===== src/common/if_pkg.sv =====
// rv32 fetch types only; every instruction is 32 bit and word aligned, no compressed support
package if_pkg;

  //////////////////////////////////////////////////
  // widths and fixed offsets
  //////////////////////////////////////////////////

  localparam int unsigned xlen        = 32;            // instr and address width
  localparam logic [31:0] boot_offset = 32'h0000_0080; // first fetch above boot base

  //////////////////////////////////////////////////
  // redirect selection
  //////////////////////////////////////////////////

  // redirect source seen by the pc mux
  typedef enum logic [2:0] {
    pc_boot = 3'd0,  // reset / boot address
    pc_jump = 3'd1,  // jump or taken branch from ex
    pc_exc  = 3'd2,  // exception, irq or debug entry
    pc_eret = 3'd3,  // mret, back to mepc
    pc_dret = 3'd4   // dret, back to depc
  } pc_sel_e;

  // which target to use when pc_mux selects pc_exc
  typedef enum logic [1:0] {
    exc_pc_exc     = 2'd0,  // synchronous exception, mtvec base
    exc_pc_irq     = 2'd1,  // vectored irq
    exc_pc_dbd     = 2'd2,  // debug halt
    exc_pc_dbg_exc = 2'd3   // exception while in debug mode
  } exc_pc_sel_e;

  // cause info for vectored irqs
  typedef struct packed {
    logic       irq_ext;  // external irq line
    logic [4:0] irq_id;   // vector index
  } exc_cause_t;

  //////////////////////////////////////////////////
  // datapath bundles
  //////////////////////////////////////////////////

  // branch request into the prefetch block
  typedef struct packed {
    logic            valid;
    logic [xlen-1:0] addr;   // word aligned
  } redirect_t;

  // one fetched word as stored in the fetch fifo
  typedef struct packed {
    logic [xlen-1:0] rdata;
    logic [xlen-1:0] addr;
    logic            err;    // bus error on this word
  } fetch_entry_t;

endpackage


===== src/verilog/if_pc_sel.sv =====
// purely combinational; irq vectors need an mtvec base aligned to 256 bytes
`timescale 1ns/100ps

module if_pc_sel import if_pkg::*; #(
  parameter logic [xlen-1:0] dm_halt_addr      = 32'h1A11_0800,
  parameter logic [xlen-1:0] dm_exception_addr = 32'h1A11_0808
) (
  input  logic            pc_set_i,            // redirect this cycle
  input  pc_sel_e         pc_mux_i,            // redirect source
  input  exc_pc_sel_e     exc_pc_mux_i,        // exception target kind
  input  exc_cause_t      exc_cause_i,         // irq vector select
  input  logic [xlen-1:0] boot_addr_i,
  input  logic [xlen-1:0] branch_target_ex_i,  // jump / branch target from ex
  input  logic [xlen-1:0] csr_mepc_i,
  input  logic [xlen-1:0] csr_depc_i,
  input  logic [xlen-1:0] csr_mtvec_i,
  output redirect_t       redirect_o,          // to prefetch
  output logic            csr_mtvec_init_o     // csr file loads mtvec from boot addr
);

  logic [xlen-1:0] mtvec_base;
  logic [xlen-1:0] boot_pc;
  logic [xlen-1:0] exc_pc;
  logic [xlen-1:0] next_pc;

  assign mtvec_base = {csr_mtvec_i[xlen-1:8], 8'h00};  // mode bits and low offset dropped
  assign boot_pc    = {boot_addr_i[xlen-1:8], 8'h00} + boot_offset;

  // exception target
  // external irqs come with their own id here, irq_ext only matters to the csr cause
  always_comb begin
    case (exc_pc_mux_i)
      exc_pc_exc:     exc_pc = mtvec_base;
      exc_pc_irq:     exc_pc = mtvec_base + {{(xlen-7){1'b0}}, exc_cause_i.irq_id, 2'b00};
      exc_pc_dbd:     exc_pc = dm_halt_addr;
      exc_pc_dbg_exc: exc_pc = dm_exception_addr;
      default:        exc_pc = mtvec_base;
    endcase
  end

  // redirect source
  always_comb begin
    case (pc_mux_i)
      pc_boot: next_pc = boot_pc;
      pc_jump: next_pc = branch_target_ex_i;
      pc_exc:  next_pc = exc_pc;
      pc_eret: next_pc = csr_mepc_i;   // mret
      pc_dret: next_pc = csr_depc_i;   // dret
      default: next_pc = boot_pc;      // unused encodings
    endcase
  end

  assign redirect_o.valid = pc_set_i;
  assign redirect_o.addr  = {next_pc[xlen-1:2], 2'b00};  // fetch is word based

  // mtvec gets its reset value together with the boot jump
  assign csr_mtvec_init_o = pc_set_i & (pc_mux_i == pc_boot);

endmodule


===== src/prefetch/prefetch_ctrl.sv =====
// a redirect issues in its own cycle unless an ungranted request is held or the in-flight limit is hit
`timescale 1ns/100ps

module prefetch_ctrl import if_pkg::*; #(
  parameter int unsigned fifo_depth      = 3,
  parameter int unsigned max_outstanding = 2
) (
  input  logic                              clk_i,
  input  logic                              rst_ni,
  input  logic                              req_i,          // fetch enable
  input  redirect_t                         redirect_i,
  output logic                              instr_req_o,
  output logic [xlen-1:0]                   instr_addr_o,
  input  logic                              instr_gnt_i,
  input  logic                              instr_rvalid_i,
  input  logic                              instr_err_i,
  input  logic [xlen-1:0]                   instr_rdata_i,
  input  logic [$clog2(fifo_depth+1)-1:0]   fifo_count_i,   // words waiting in the fifo
  output logic                              push_o,
  output fetch_entry_t                      push_entry_o,
  output logic                              flush_o,
  output logic                              busy_o
);

  localparam int unsigned ptr_w = (max_outstanding > 1) ? $clog2(max_outstanding) : 1;
  localparam int unsigned oc_w  = $clog2(max_outstanding + 1);

  logic [xlen-1:0]            fetch_addr_q;                 // next address to request
  logic                       pend_q;                       // request up, no grant yet
  logic                       pend_stale_q;                 // held request predates a redirect
  logic [xlen-1:0]            pend_addr_q;
  logic [xlen-1:0]            oq_addr_q [max_outstanding];  // in-flight addresses, in order
  logic [max_outstanding-1:0] oq_disc_q;                    // drop the response of this slot
  logic [ptr_w-1:0]           oq_wr_q;
  logic [ptr_w-1:0]           oq_rd_q;
  logic [oc_w-1:0]            oq_cnt_q;
  logic [$clog2(fifo_depth+1)-1:0] fifo_occ;
  logic                       space_ok;
  logic                       gnt_fire;
  logic                       req_stale;

  function automatic logic [ptr_w-1:0] ptr_inc(input logic [ptr_w-1:0] ptr);
    if (ptr == ptr_w'(max_outstanding - 1)) begin
      return '0;
    end
    return ptr + 1'b1;
  endfunction

  //////////////////////////////////////////////////
  // request side
  //////////////////////////////////////////////////

  assign fifo_occ  = redirect_i.valid ? '0 : fifo_count_i;  // flushed this cycle
  assign space_ok  = (oq_cnt_q < oc_w'(max_outstanding)) &&
                     (int'(oq_cnt_q) + int'(fifo_occ) < int'(fifo_depth));

  assign instr_req_o  = pend_q | (req_i & space_ok);       // held request never drops
  assign instr_addr_o = pend_q           ? pend_addr_q    :
                        redirect_i.valid ? redirect_i.addr : fetch_addr_q;
  assign gnt_fire     = instr_req_o & instr_gnt_i;
  assign req_stale    = pend_q & (pend_stale_q | redirect_i.valid);

  always_ff @(posedge clk_i or negedge rst_ni) begin
    if (!rst_ni) begin
      fetch_addr_q <= '0;
    end else if (redirect_i.valid) begin
      // a fresh request granted now already took the target
      fetch_addr_q <= (gnt_fire && !pend_q) ? redirect_i.addr + xlen'(4) : redirect_i.addr;
    end else if (gnt_fire && !req_stale) begin
      fetch_addr_q <= fetch_addr_q + xlen'(4);
    end
  end

  always_ff @(posedge clk_i or negedge rst_ni) begin
    if (!rst_ni) begin
      pend_q       <= 1'b0;
      pend_stale_q <= 1'b0;
    end else begin
      pend_q       <= instr_req_o & ~instr_gnt_i;
      pend_stale_q <= instr_req_o & ~instr_gnt_i & req_stale;
    end
  end

  always_ff @(posedge clk_i) begin
    if (instr_req_o && !instr_gnt_i && !pend_q) begin
      pend_addr_q <= instr_addr_o;  // freeze address until grant
    end
  end

  //////////////////////////////////////////////////
  // outstanding queue
  //////////////////////////////////////////////////

  always_ff @(posedge clk_i) begin
    if (gnt_fire) begin
      oq_addr_q[oq_wr_q] <= instr_addr_o;
    end
  end

  always_ff @(posedge clk_i or negedge rst_ni) begin
    if (!rst_ni) begin
      oq_disc_q <= '0;
      oq_wr_q   <= '0;
      oq_rd_q   <= '0;
      oq_cnt_q  <= '0;
    end else begin
      if (redirect_i.valid) begin
        oq_disc_q <= '1;                    // everything in flight is now stale
      end
      if (gnt_fire) begin
        oq_disc_q[oq_wr_q] <= req_stale;    // new slot overrides the blanket set
        oq_wr_q            <= ptr_inc(oq_wr_q);
      end
      if (instr_rvalid_i) begin
        oq_rd_q <= ptr_inc(oq_rd_q);
      end
      case ({gnt_fire, instr_rvalid_i})
        2'b10:   oq_cnt_q <= oq_cnt_q + 1'b1;
        2'b01:   oq_cnt_q <= oq_cnt_q - 1'b1;
        default: oq_cnt_q <= oq_cnt_q;
      endcase
    end
  end

  // response side, rvalid in the redirect cycle is old by definition
  assign push_o             = instr_rvalid_i & ~oq_disc_q[oq_rd_q] & ~redirect_i.valid;
  assign push_entry_o.rdata = instr_rdata_i;
  assign push_entry_o.addr  = oq_addr_q[oq_rd_q];
  assign push_entry_o.err   = instr_err_i;
  assign flush_o            = redirect_i.valid;
  assign busy_o             = pend_q | (oq_cnt_q != '0);

endmodule


===== src/prefetch/fetch_fifo.sv =====
// no overflow guard; the prefetch side only issues requests that fit the free slots
`timescale 1ns/100ps

module fetch_fifo import if_pkg::*; #(
  parameter int unsigned fifo_depth = 3
) (
  input  logic                            clk_i,
  input  logic                            rst_ni,
  input  logic                            flush_i,   // redirect, drop everything
  input  logic                            push_i,
  input  fetch_entry_t                    push_entry_i,
  input  logic                            ready_i,   // if-id takes the head
  output logic                            valid_o,
  output fetch_entry_t                    entry_o,
  output logic [$clog2(fifo_depth+1)-1:0] count_o
);

  localparam int unsigned ptr_w = (fifo_depth > 1) ? $clog2(fifo_depth) : 1;
  localparam int unsigned cnt_w = $clog2(fifo_depth + 1);

  fetch_entry_t     mem_q [fifo_depth];
  logic [ptr_w-1:0] wr_ptr_q;
  logic [ptr_w-1:0] rd_ptr_q;
  logic [cnt_w-1:0] count_q;
  logic             pop;

  function automatic logic [ptr_w-1:0] wrap_inc(input logic [ptr_w-1:0] ptr);
    if (ptr == ptr_w'(fifo_depth - 1)) begin
      return '0;
    end
    return ptr + 1'b1;
  endfunction

  assign valid_o = (count_q != '0);    // empty when count is zero
  assign entry_o = mem_q[rd_ptr_q];    // head, registered storage
  assign pop     = valid_o & ready_i;
  assign count_o = count_q;

  // storage
  always_ff @(posedge clk_i) begin
    if (push_i) begin
      mem_q[wr_ptr_q] <= push_entry_i;
    end
  end

  //////////////////////////////////////////////////
  // pointers and fill level
  //////////////////////////////////////////////////

  always_ff @(posedge clk_i or negedge rst_ni) begin
    if (!rst_ni) begin
      wr_ptr_q <= '0;
      rd_ptr_q <= '0;
      count_q  <= '0;
    end else if (flush_i) begin
      wr_ptr_q <= '0;   // whole contents lost
      rd_ptr_q <= '0;
      count_q  <= '0;
    end else begin
      if (push_i) begin
        wr_ptr_q <= wrap_inc(wr_ptr_q);
      end
      if (pop) begin
        rd_ptr_q <= wrap_inc(rd_ptr_q);
      end
      case ({push_i, pop})
        2'b10:   count_q <= count_q + 1'b1;
        2'b01:   count_q <= count_q - 1'b1;
        default: count_q <= count_q;   // idle or push with pop
      endcase
    end
  end

endmodule


===== src/verilog/if_id_reg.sv =====
// valid holds until the id stage clears it; payload flops only load on a capture
`timescale 1ns/100ps

module if_id_reg import if_pkg::*; (
  input  logic            clk_i,
  input  logic            rst_ni,
  input  logic            fetch_valid_i,        // fifo head present
  input  fetch_entry_t    fetch_entry_i,
  input  logic            id_in_ready_i,
  input  logic            pc_set_i,             // redirect squashes the incoming word
  input  logic            instr_valid_clear_i,
  output logic            fetch_ready_o,
  output logic            instr_valid_id_o,
  output logic            instr_new_id_o,       // one cycle after each capture
  output logic [xlen-1:0] instr_rdata_id_o,
  output logic [xlen-1:0] pc_id_o,
  output logic            instr_fetch_err_o
);

  logic capture;

  assign fetch_ready_o = id_in_ready_i & ~pc_set_i;
  assign capture       = fetch_valid_i & fetch_ready_o;

  // control flags
  always_ff @(posedge clk_i or negedge rst_ni) begin
    if (!rst_ni) begin
      instr_valid_id_o <= 1'b0;
      instr_new_id_o   <= 1'b0;
    end else begin
      instr_valid_id_o <= capture | (instr_valid_id_o & ~instr_valid_clear_i);
      instr_new_id_o   <= capture;
    end
  end

  // frozen while id stalls
  always_ff @(posedge clk_i) begin
    if (capture) begin
      instr_rdata_id_o  <= fetch_entry_i.rdata;
      pc_id_o           <= fetch_entry_i.addr;
      instr_fetch_err_o <= fetch_entry_i.err;
    end
  end

endmodule


===== src/verilog/if_stage.sv =====
// fetch stage top; no icache, no branch prediction, 32 bit aligned instructions only
`timescale 1ns/100ps

module if_stage import if_pkg::*; #(
  parameter logic [xlen-1:0] dm_halt_addr      = 32'h1A11_0800,
  parameter logic [xlen-1:0] dm_exception_addr = 32'h1A11_0808,
  parameter int unsigned     fifo_depth        = 3,
  parameter int unsigned     max_outstanding   = 2
) (
  input  logic            clk_i,
  input  logic            rst_ni,
  input  logic            req_i,               // fetch enable
  input  logic [xlen-1:0] boot_addr_i,
  // instruction bus
  output logic            instr_req_o,
  output logic [xlen-1:0] instr_addr_o,
  input  logic            instr_gnt_i,
  input  logic            instr_rvalid_i,
  input  logic [xlen-1:0] instr_rdata_i,
  input  logic            instr_err_i,
  // redirect and csr
  input  logic            pc_set_i,
  input  pc_sel_e         pc_mux_i,
  input  exc_pc_sel_e     exc_pc_mux_i,
  input  exc_cause_t      exc_cause_i,
  input  logic [xlen-1:0] branch_target_ex_i,
  input  logic [xlen-1:0] csr_mepc_i,
  input  logic [xlen-1:0] csr_depc_i,
  input  logic [xlen-1:0] csr_mtvec_i,
  output logic            csr_mtvec_init_o,
  // id side
  input  logic            id_in_ready_i,
  input  logic            instr_valid_clear_i,
  output logic            if_busy_o,
  output logic [xlen-1:0] pc_if_o,             // fifo head address
  output logic            instr_valid_id_o,
  output logic            instr_new_id_o,
  output logic [xlen-1:0] instr_rdata_id_o,
  output logic [xlen-1:0] pc_id_o,
  output logic            instr_fetch_err_o
);

  redirect_t                       redirect;
  logic                            push;
  fetch_entry_t                    push_entry;
  logic                            flush;
  logic                            fifo_valid;
  fetch_entry_t                    fifo_entry;
  logic [$clog2(fifo_depth+1)-1:0] fifo_count;
  logic                            fetch_ready;

  if_pc_sel #(
    .dm_halt_addr      (dm_halt_addr),
    .dm_exception_addr (dm_exception_addr)
  ) u_pc_sel (
    .pc_set_i           (pc_set_i),
    .pc_mux_i           (pc_mux_i),
    .exc_pc_mux_i       (exc_pc_mux_i),
    .exc_cause_i        (exc_cause_i),
    .boot_addr_i        (boot_addr_i),
    .branch_target_ex_i (branch_target_ex_i),
    .csr_mepc_i         (csr_mepc_i),
    .csr_depc_i         (csr_depc_i),
    .csr_mtvec_i        (csr_mtvec_i),
    .redirect_o         (redirect),
    .csr_mtvec_init_o   (csr_mtvec_init_o)
  );

  //////////////////////////////////////////////////
  // prefetch: bus side and word buffer
  //////////////////////////////////////////////////

  prefetch_ctrl #(
    .fifo_depth      (fifo_depth),
    .max_outstanding (max_outstanding)
  ) u_prefetch_ctrl (
    .clk_i          (clk_i),
    .rst_ni         (rst_ni),
    .req_i          (req_i),
    .redirect_i     (redirect),
    .instr_req_o    (instr_req_o),
    .instr_addr_o   (instr_addr_o),
    .instr_gnt_i    (instr_gnt_i),
    .instr_rvalid_i (instr_rvalid_i),
    .instr_err_i    (instr_err_i),
    .instr_rdata_i  (instr_rdata_i),
    .fifo_count_i   (fifo_count),
    .push_o         (push),
    .push_entry_o   (push_entry),
    .flush_o        (flush),
    .busy_o         (if_busy_o)
  );

  fetch_fifo #(
    .fifo_depth (fifo_depth)
  ) u_fetch_fifo (
    .clk_i        (clk_i),
    .rst_ni       (rst_ni),
    .flush_i      (flush),
    .push_i       (push),
    .push_entry_i (push_entry),
    .ready_i      (fetch_ready),
    .valid_o      (fifo_valid),
    .entry_o      (fifo_entry),
    .count_o      (fifo_count)
  );

  assign pc_if_o = fifo_entry.addr;

  if_id_reg u_if_id_reg (
    .clk_i               (clk_i),
    .rst_ni              (rst_ni),
    .fetch_valid_i       (fifo_valid),
    .fetch_entry_i       (fifo_entry),
    .id_in_ready_i       (id_in_ready_i),
    .pc_set_i            (pc_set_i),
    .instr_valid_clear_i (instr_valid_clear_i),
    .fetch_ready_o       (fetch_ready),
    .instr_valid_id_o    (instr_valid_id_o),
    .instr_new_id_o      (instr_new_id_o),
    .instr_rdata_id_o    (instr_rdata_id_o),
    .pc_id_o             (pc_id_o),
    .instr_fetch_err_o   (instr_fetch_err_o)
  );

endmodule


===== config.mk =====
export PLATFORM = sky130hd
export DESIGN_NAME = if_stage
export DESIGN_NICKNAME = d
export VERILOG_FILES = /design/src/common/if_pkg.sv /design/src/verilog/if_pc_sel.sv /design/src/prefetch/prefetch_ctrl.sv /design/src/prefetch/fetch_fifo.sv /design/src/verilog/if_id_reg.sv /design/src/verilog/if_stage.sv
export SDC_FILE = /design/constraint.sdc
export NUM_CORES = 1
export LEC_CHECK = 0
export BUFFER_PORTS_ARGS = -buffer_cell sky130_fd_sc_hd__buf_4
export CAP_MARGIN = 0
export CORE_ASPECT_RATIO = 0.7
export CORE_MARGIN = 2
export CORE_UTILIZATION = 56
export DETAILED_ROUTE_END_ITERATION = 12
export GPL_ROUTABILITY_DRIVEN = 0
export PLACE_DENSITY_LB_ADDON = 0.08
export SLEW_MARGIN = 20
export SYNTH_ARGS = -nofsm -noshare
export SYNTH_HDL_FRONTEND = slang
export SYNTH_HIERARCHICAL = 1
export SYNTH_SLANG_ARGS = --single-unit

===== constraint.sdc =====
create_clock -name clk_i -period 8.3 [get_ports clk_i]
set_clock_uncertainty 0.05 [all_clocks]
set_input_delay 1.245 -clock clk_i [delete_from_list [all_inputs] [get_ports clk_i]]
set_output_delay 1.245 -clock clk_i [all_outputs]
set_load 0.05 [all_outputs]

== Word level (Yosys, flattened, before mapping) ==
Memory sizes are Yosys's and may differ from the RTL's.
Index checks and enable logic that the tools add are counted.
Widths: inputs -> output; s select.
Word-level totals
  memories: 2
  bits in latches: 0
  logic and storage cells: 130
  RAM bits: 259
  register bits: 145
  memory bits (read-only): 0
Memories
  u_fetch_fifo.mem_q: words 3, width 65, rd ports 1, clocked after memory_dff 0, write ports 1, line fetch_fifo.sv:21  | fetch_entry_t mem_q [fifo_depth];
  u_prefetch_ctrl.oq_addr_q: words 2, width 32, rd ports 1, clocked after memory_dff 0, write ports 1, line prefetch_ctrl.sv:32  | logic [xlen-1:0] oq_addr_q [max_outstanding];
Cells by class
  muxes and demuxes: 44
  reduce and logical (&&, ||, !) cells: 18
  shift operators: 0
  bitwise gates (word level): 19
  multiply operators: 0
  equality and inequality tests: 13
  divide/modulo/power cells: 0
  add/subtract/negate cells: 13
  order comparisons: 5
Operators by type and width (count)
  $pmux 32 s4: 2
  $mux 32: 5
  $add 32x3->32 const B: 2
  $add 32x7->32: 1
  $add 32x8->32 const B: 1
  $lt 32x3->1 const B: 1
  $mux 2: 12
  $mux 1: 21
  $eq 2x2->1 const B: 6
  $reduce_bool 2->1: 6
  $and 1x1->1: 11
  $add 2x1->2 const B: 4
  $pmux 2 s2: 2
  $eq 2x1->1 const B: 3
  $eq 3x2->1 const B: 2
  $logic_and 1x1->1: 6
  $lt 1x2->1 const B: 2
  $not 1->1: 4
  $or 1x1->1: 4
  $sub 2x1->2 const B: 2
  $add 2x2->3: 1
  $eq 3x1->1 const B: 1
  $eq 3x3->1 const B: 1
  $logic_not 1->1: 3
  other kinds (8): 9

== Depth between registers and ports, before layout ==
  depth after elaboration: 10
  gate-level depth with buffers: 16
  depth with buffers taken out: 11

== By module ==
Netlist, hierarchy kept.
Modules (own cells, without submodules)
  fetch_fifo: seq. area each 6005.8 µm², cells an instance 445, area each 7528.5 µm², times used 1
  prefetch_ctrl: seq. area each 3883.7 µm², cells an instance 620, area each 7220.7 µm², times used 1
  if_id_reg: seq. area each 2001.9 µm², cells an instance 71, area each 2030.7 µm², times used 1
  if_pc_sel: seq. area each 0.0 µm², cells an instance 198, area each 1497.7 µm², times used 1

== Least setup slack after synthesis ==
Ideal clock, no wire load.
  path kind: input -> register
  from: input pc_set_i
  to: memory u_fetch_fifo/mem_q[2][0] (netlist bit), enable pin
  data arrival time: 7.138 ns
  required time: 7.669 ns
  path buffers: 3
  cell stages on the path: 7
  library setup time: 0.581 ns
  path slack: 0.531 ns
  path through: buf_4 > buf_2 > inv_1 > clkbuf_1 > and3_1 > inv_1 > nor3b_1
On the way
  word-level cells in the longest chain between the ends: 4
RTL lines
  start: declaration: line if_stage.sv:22  | input logic pc_set_i,
  $not 1->1: line prefetch_ctrl.sv:126  | assign push_o = instr_rvalid_i & ~oq_disc_q[oq_rd_q] & ~redirect_i.valid;
  $and 1x1->1: line prefetch_ctrl.sv:126
  via push: line if_stage.sv:44  | logic push;
  $mux 1: line fetch_fifo.sv:41  | if (push_i) begin
  $mux 1 (implied by the code): line fetch_fifo.sv:42  | mem_q[wr_ptr_q] <= push_entry_i;
  end: declaration: line fetch_fifo.sv:21
The timed path passes the listed nets, and every way through them passes these cells.

==> reports/qor.txt <==
Outcome -> finished, final reports clean
Avg Cell Area, Syn -> 13.7 µm²
Mapped Cells -> 1,334
Fmax -> 0.176 GHz
Share of layout cells above drive strength 1 -> 0.279
Final setup fails -> 0
Largest delay share family, worst path -> compound AO/OA/AOI/OAI gates
DR vias -> 11,900
Cell taking the most area after synthesis -> edfxtp_1
Hold Path Cell Cnt -> 1
Slew HR -> 0.260
Die W -> 220 µm
Reg2Reg Setup Slack -> 4.73 ns
Number of clock buffers inserted by TritonCTS -> 39
Hold Startpoint -> u_if_id_reg/instr_valid_id_o
Synth cell types -> 74
CP max-delay cell -> or3b_1
Resized cells post-CTS -> 0
Total power -> 5.56 mW
# IOs -> 346
Hold Crit Endpoint -> u_if_id_reg/instr_valid_id_o
Setup TNS -> 0 ns
Least-Margin Pin Slew -> 1.10 ns
Antenna Cells -> 0
Worst-path cell chain -> buf_4, or3b_1, o2111ai_1, a2bb2oi_1, mux2i_1, o21ai_0, buf_4
Worst endpoint required time -> 7.01 ns
Cell Pwr Density -> 254 mW/mm²
WS Path Type -> in2out
Max Fanout on Critical Path -> 60
Root buf cell -> clkbuf_16
Crit. End Element -> primary output
Largest net degree at the start of global routing -> 104
DR iter-0 viols -> 922
Final hold vios -> 0
Initial antenna violation count -> 0
PortBufs -> 322
Max-capacitance violation count -> 0
Post-Syn Area -> 0.0183 mm²
CTS HTree Levels -> 2
Final Max Tran Viols -> 0
Hold-fix buffers at CTS -> 0
Tmin final -> 5.69 ns
Fillers -> 2,311
Global-route wire length before repair -> 64.1 mm
Gr usage total -> 0.244
Area grow syn2layout -> 19.7%
Worst R2R End -> u_prefetch_ctrl/pend_addr_q[1]
Synth Flop Type -> edfxtp_1
Post-DRT Antenna Nets -> 0
Crit path DAT -> 4.40 ns
Post-synth EDFFs -> 356
CTS tree -> yes
Clk_lat worst skew -> 0.54 ns
Initial Util -> 0.568
Crit path buf inv count -> 2
Maximum root-to-sink buffer count -> 3
Congestion Overflow GR -> 0
Post-synth ARST share -> 0.119
Final net count -> 1,811
Min-Delay Path Class -> reg2reg
WP depth -> 7
Peak VDD IR -> 0.201 mV
Synth top area share -> 0.585
HPWL after detailed placement -> 27.7 mm
RSZ-0062 raised after global routing -> no
Clock-pin slew on the worst setup and hold paths -> 0.07 ns
Die area -> 0.0341 mm²
Core area -> 0.0322 mm²
Router iterations before antenna repair -> 7
Row cnt -> 55
Worst r2r path cells -> 7
CTS sink count -> 404
Vias per cell -> 5.80
Synth Register Bits -> 404
DRC Markers -> 0
Area contributors post-synth -> edfxtp_1 (58%), dfrtp_1 (6.6%), mux2i_1 (6.4%)
Static leakage -> 7.80 nW
Vias in the first global route -> 11,400
DR WL/cell -> 20.5 µm
Number of setup buffers added after CTS -> 0
Chip Height -> 155 µm
CP max stage delay -> 0.71 ns
Most used cell, CP -> buf_4
Wirelength, routed -> 41.9 mm
Reg2reg start -> u_fetch_fifo/count_o[0]
Post-synthesis sequential area ratio -> 0.651
Final Cycle Share -> 0.686
Syn. warnings -> 6
Startpoint types -> input port
state kept, by name (all words and copies together), names as in the netlist, 32 cells and up:
signal	cells
u_prefetch_ctrl/fetch_addr_q	32
u_prefetch_ctrl/oq_addr_q	64
u_fetch_fifo/mem_q	195
u_if_id_reg/instr_rdata_id_o	32
u_if_id_reg/pc_id_o	32
u_prefetch_ctrl/pend_addr_q	32
routing by layer:
| metal | global-route usage | wire, µm | share of wire | vias up |
|---|---|---|---|---|
| met5 | 0 | 0 | 0 | - |
| met4 | 0.0518 | 618 | 0.015 | 0 |
| met3 | 0.0409 | 2390 | 0.057 | 53 |
| met2 | 0.395 | 19800 | 0.47 | 338 |
| met1 | 0.353 | 19100 | 0.45 | 5901 |
| li1 | - | - | - | 5582 |
worst max path at each step:
stage	start	to	slack, ns
after detailed placement	pc_mux_i[2]	instr_addr_o[19]	2.73
after global placement	pc_mux_i[2]	instr_addr_o[12]	2.76
final	pc_mux_i[2]	instr_addr_o[19]	2.61
after global routing	pc_mux_i[2]	instr_addr_o[12]	2.42
after floorplan	pc_set_i	u_fetch_fifo/mem_q[2][0]	0.53
after CTS	pc_mux_i[2]	instr_addr_o[19]	2.73
cell type report:
cell class                      count  area [µm²]  share of cell area
Clock inverter                     17         146             0.00669
Timing Repair Buffer              338        2540               0.116
Clock buffer                       51        1060              0.0486
Inverter                           19        71.3             0.00326
Multi-Input combinational cell    792        5630               0.257
Tap cell                          427         534              0.0244
Sequential cell                   404       11900               0.544
cell families (layout without fill, tap and decap cells):
logic type	Yosys count	count (layout)	share of synthesized area
AOI/OAI and AO/OA	207	207	0.0736
xor gates and xnor gates	49	49	0.0239
adders and majority gates	5	5	0.00383
buffers and inverters	139	425	0.0437
DFF	404	404	0.651
muxes	154	154	0.0869
other	1	2	0.000205
and+or+nand+nor	375	375	0.117
worst register-to-register path: stages, from the launching register on:
cell and delay, ns:
dfrtp_1 0.44, nor2b_1 0.16, ha_1 0.22, fa_1 0.34, nand2b_1 0.28, o31a_1 0.40
nor3_2 0.85, buf_4 0.47
Yosys cell counts, drive strengths merged, types with 13 or more instances:
| master | count |
|---|---|
| a21oi | 19 |
| a2bb2oi | 19 |
| and3 | 13 |
| buf | 84 |
| clkbuf | 36 |
| dfrtp | 48 |
| edfxtp | 356 |
| inv | 19 |
| mux2 | 38 |
| mux2i | 116 |
| nand2 | 145 |
| nand3 | 26 |
| nand4 | 24 |
| nor2 | 24 |
| nor3 | 15 |
| nor4 | 20 |
| o2111ai | 18 |
| o21ai | 104 |
| or4b | 36 |
| xnor2 | 26 |
| xor2 | 23 |
report_power, final:
group          total (mW)  internal [mW]  switching [mW]  leakage (nW)
combinational        1.20          0.406           0.793          3.41
sequential           2.67           2.52           0.149          3.80
clock                1.69          0.968           0.722         0.586
cell usage in the layout (no fill, tap or decap), types with 12 or more instances in the layout:
| cell | Yosys | final |
|---|---|---|
| a21oi_1 | 19 | 19 |
| nor4_1 | 18 | 18 |
| nand2_1 | 145 | 145 |
| a2bb2oi_1 | 19 | 19 |
| xor2_1 | 23 | 23 |
| buf_4 | 45 | 338 |
| inv_1 | 19 | 19 |
| nand3_1 | 26 | 26 |
| o2111ai_1 | 18 | 18 |
| and3_1 | 13 | 13 |
| mux2i_1 | 116 | 116 |
| o21ai_1 | 20 | 20 |
| nand4_1 | 23 | 23 |
| dfrtp_1 | 48 | 44 |
| edfxtp_1 | 356 | 356 |
| o21ai_0 | 84 | 84 |
| mux2_2 | 38 | 38 |
| clkbuf_16 | 0 | 41 |
| nor2_1 | 24 | 24 |
| nor3_1 | 15 | 12 |
| xnor2_1 | 25 | 25 |
| or4b_1 | 36 | 36 |
stage by stage:
stage | hold WS [ns] | setup slack [ns] | std cells | util | cell area, µm²
after floorplan | 0.418 | 0.531 | 1335 | - | 18300
after global placement | 0.419 | 2.76 | 1980 | 0.642 | 20700
after detailed placement | 0.423 | 2.73 | 1980 | 0.642 | 20700
after CTS | 0.441 | 2.73 | 2048 | 0.679 | 21900
after global routing | 0.458 | 2.42 | 2048 | 0.679 | 21900
final | 0.443 | 2.61 | 2048 | 0.679 | 21900
(Power assumes the default switching activity.)
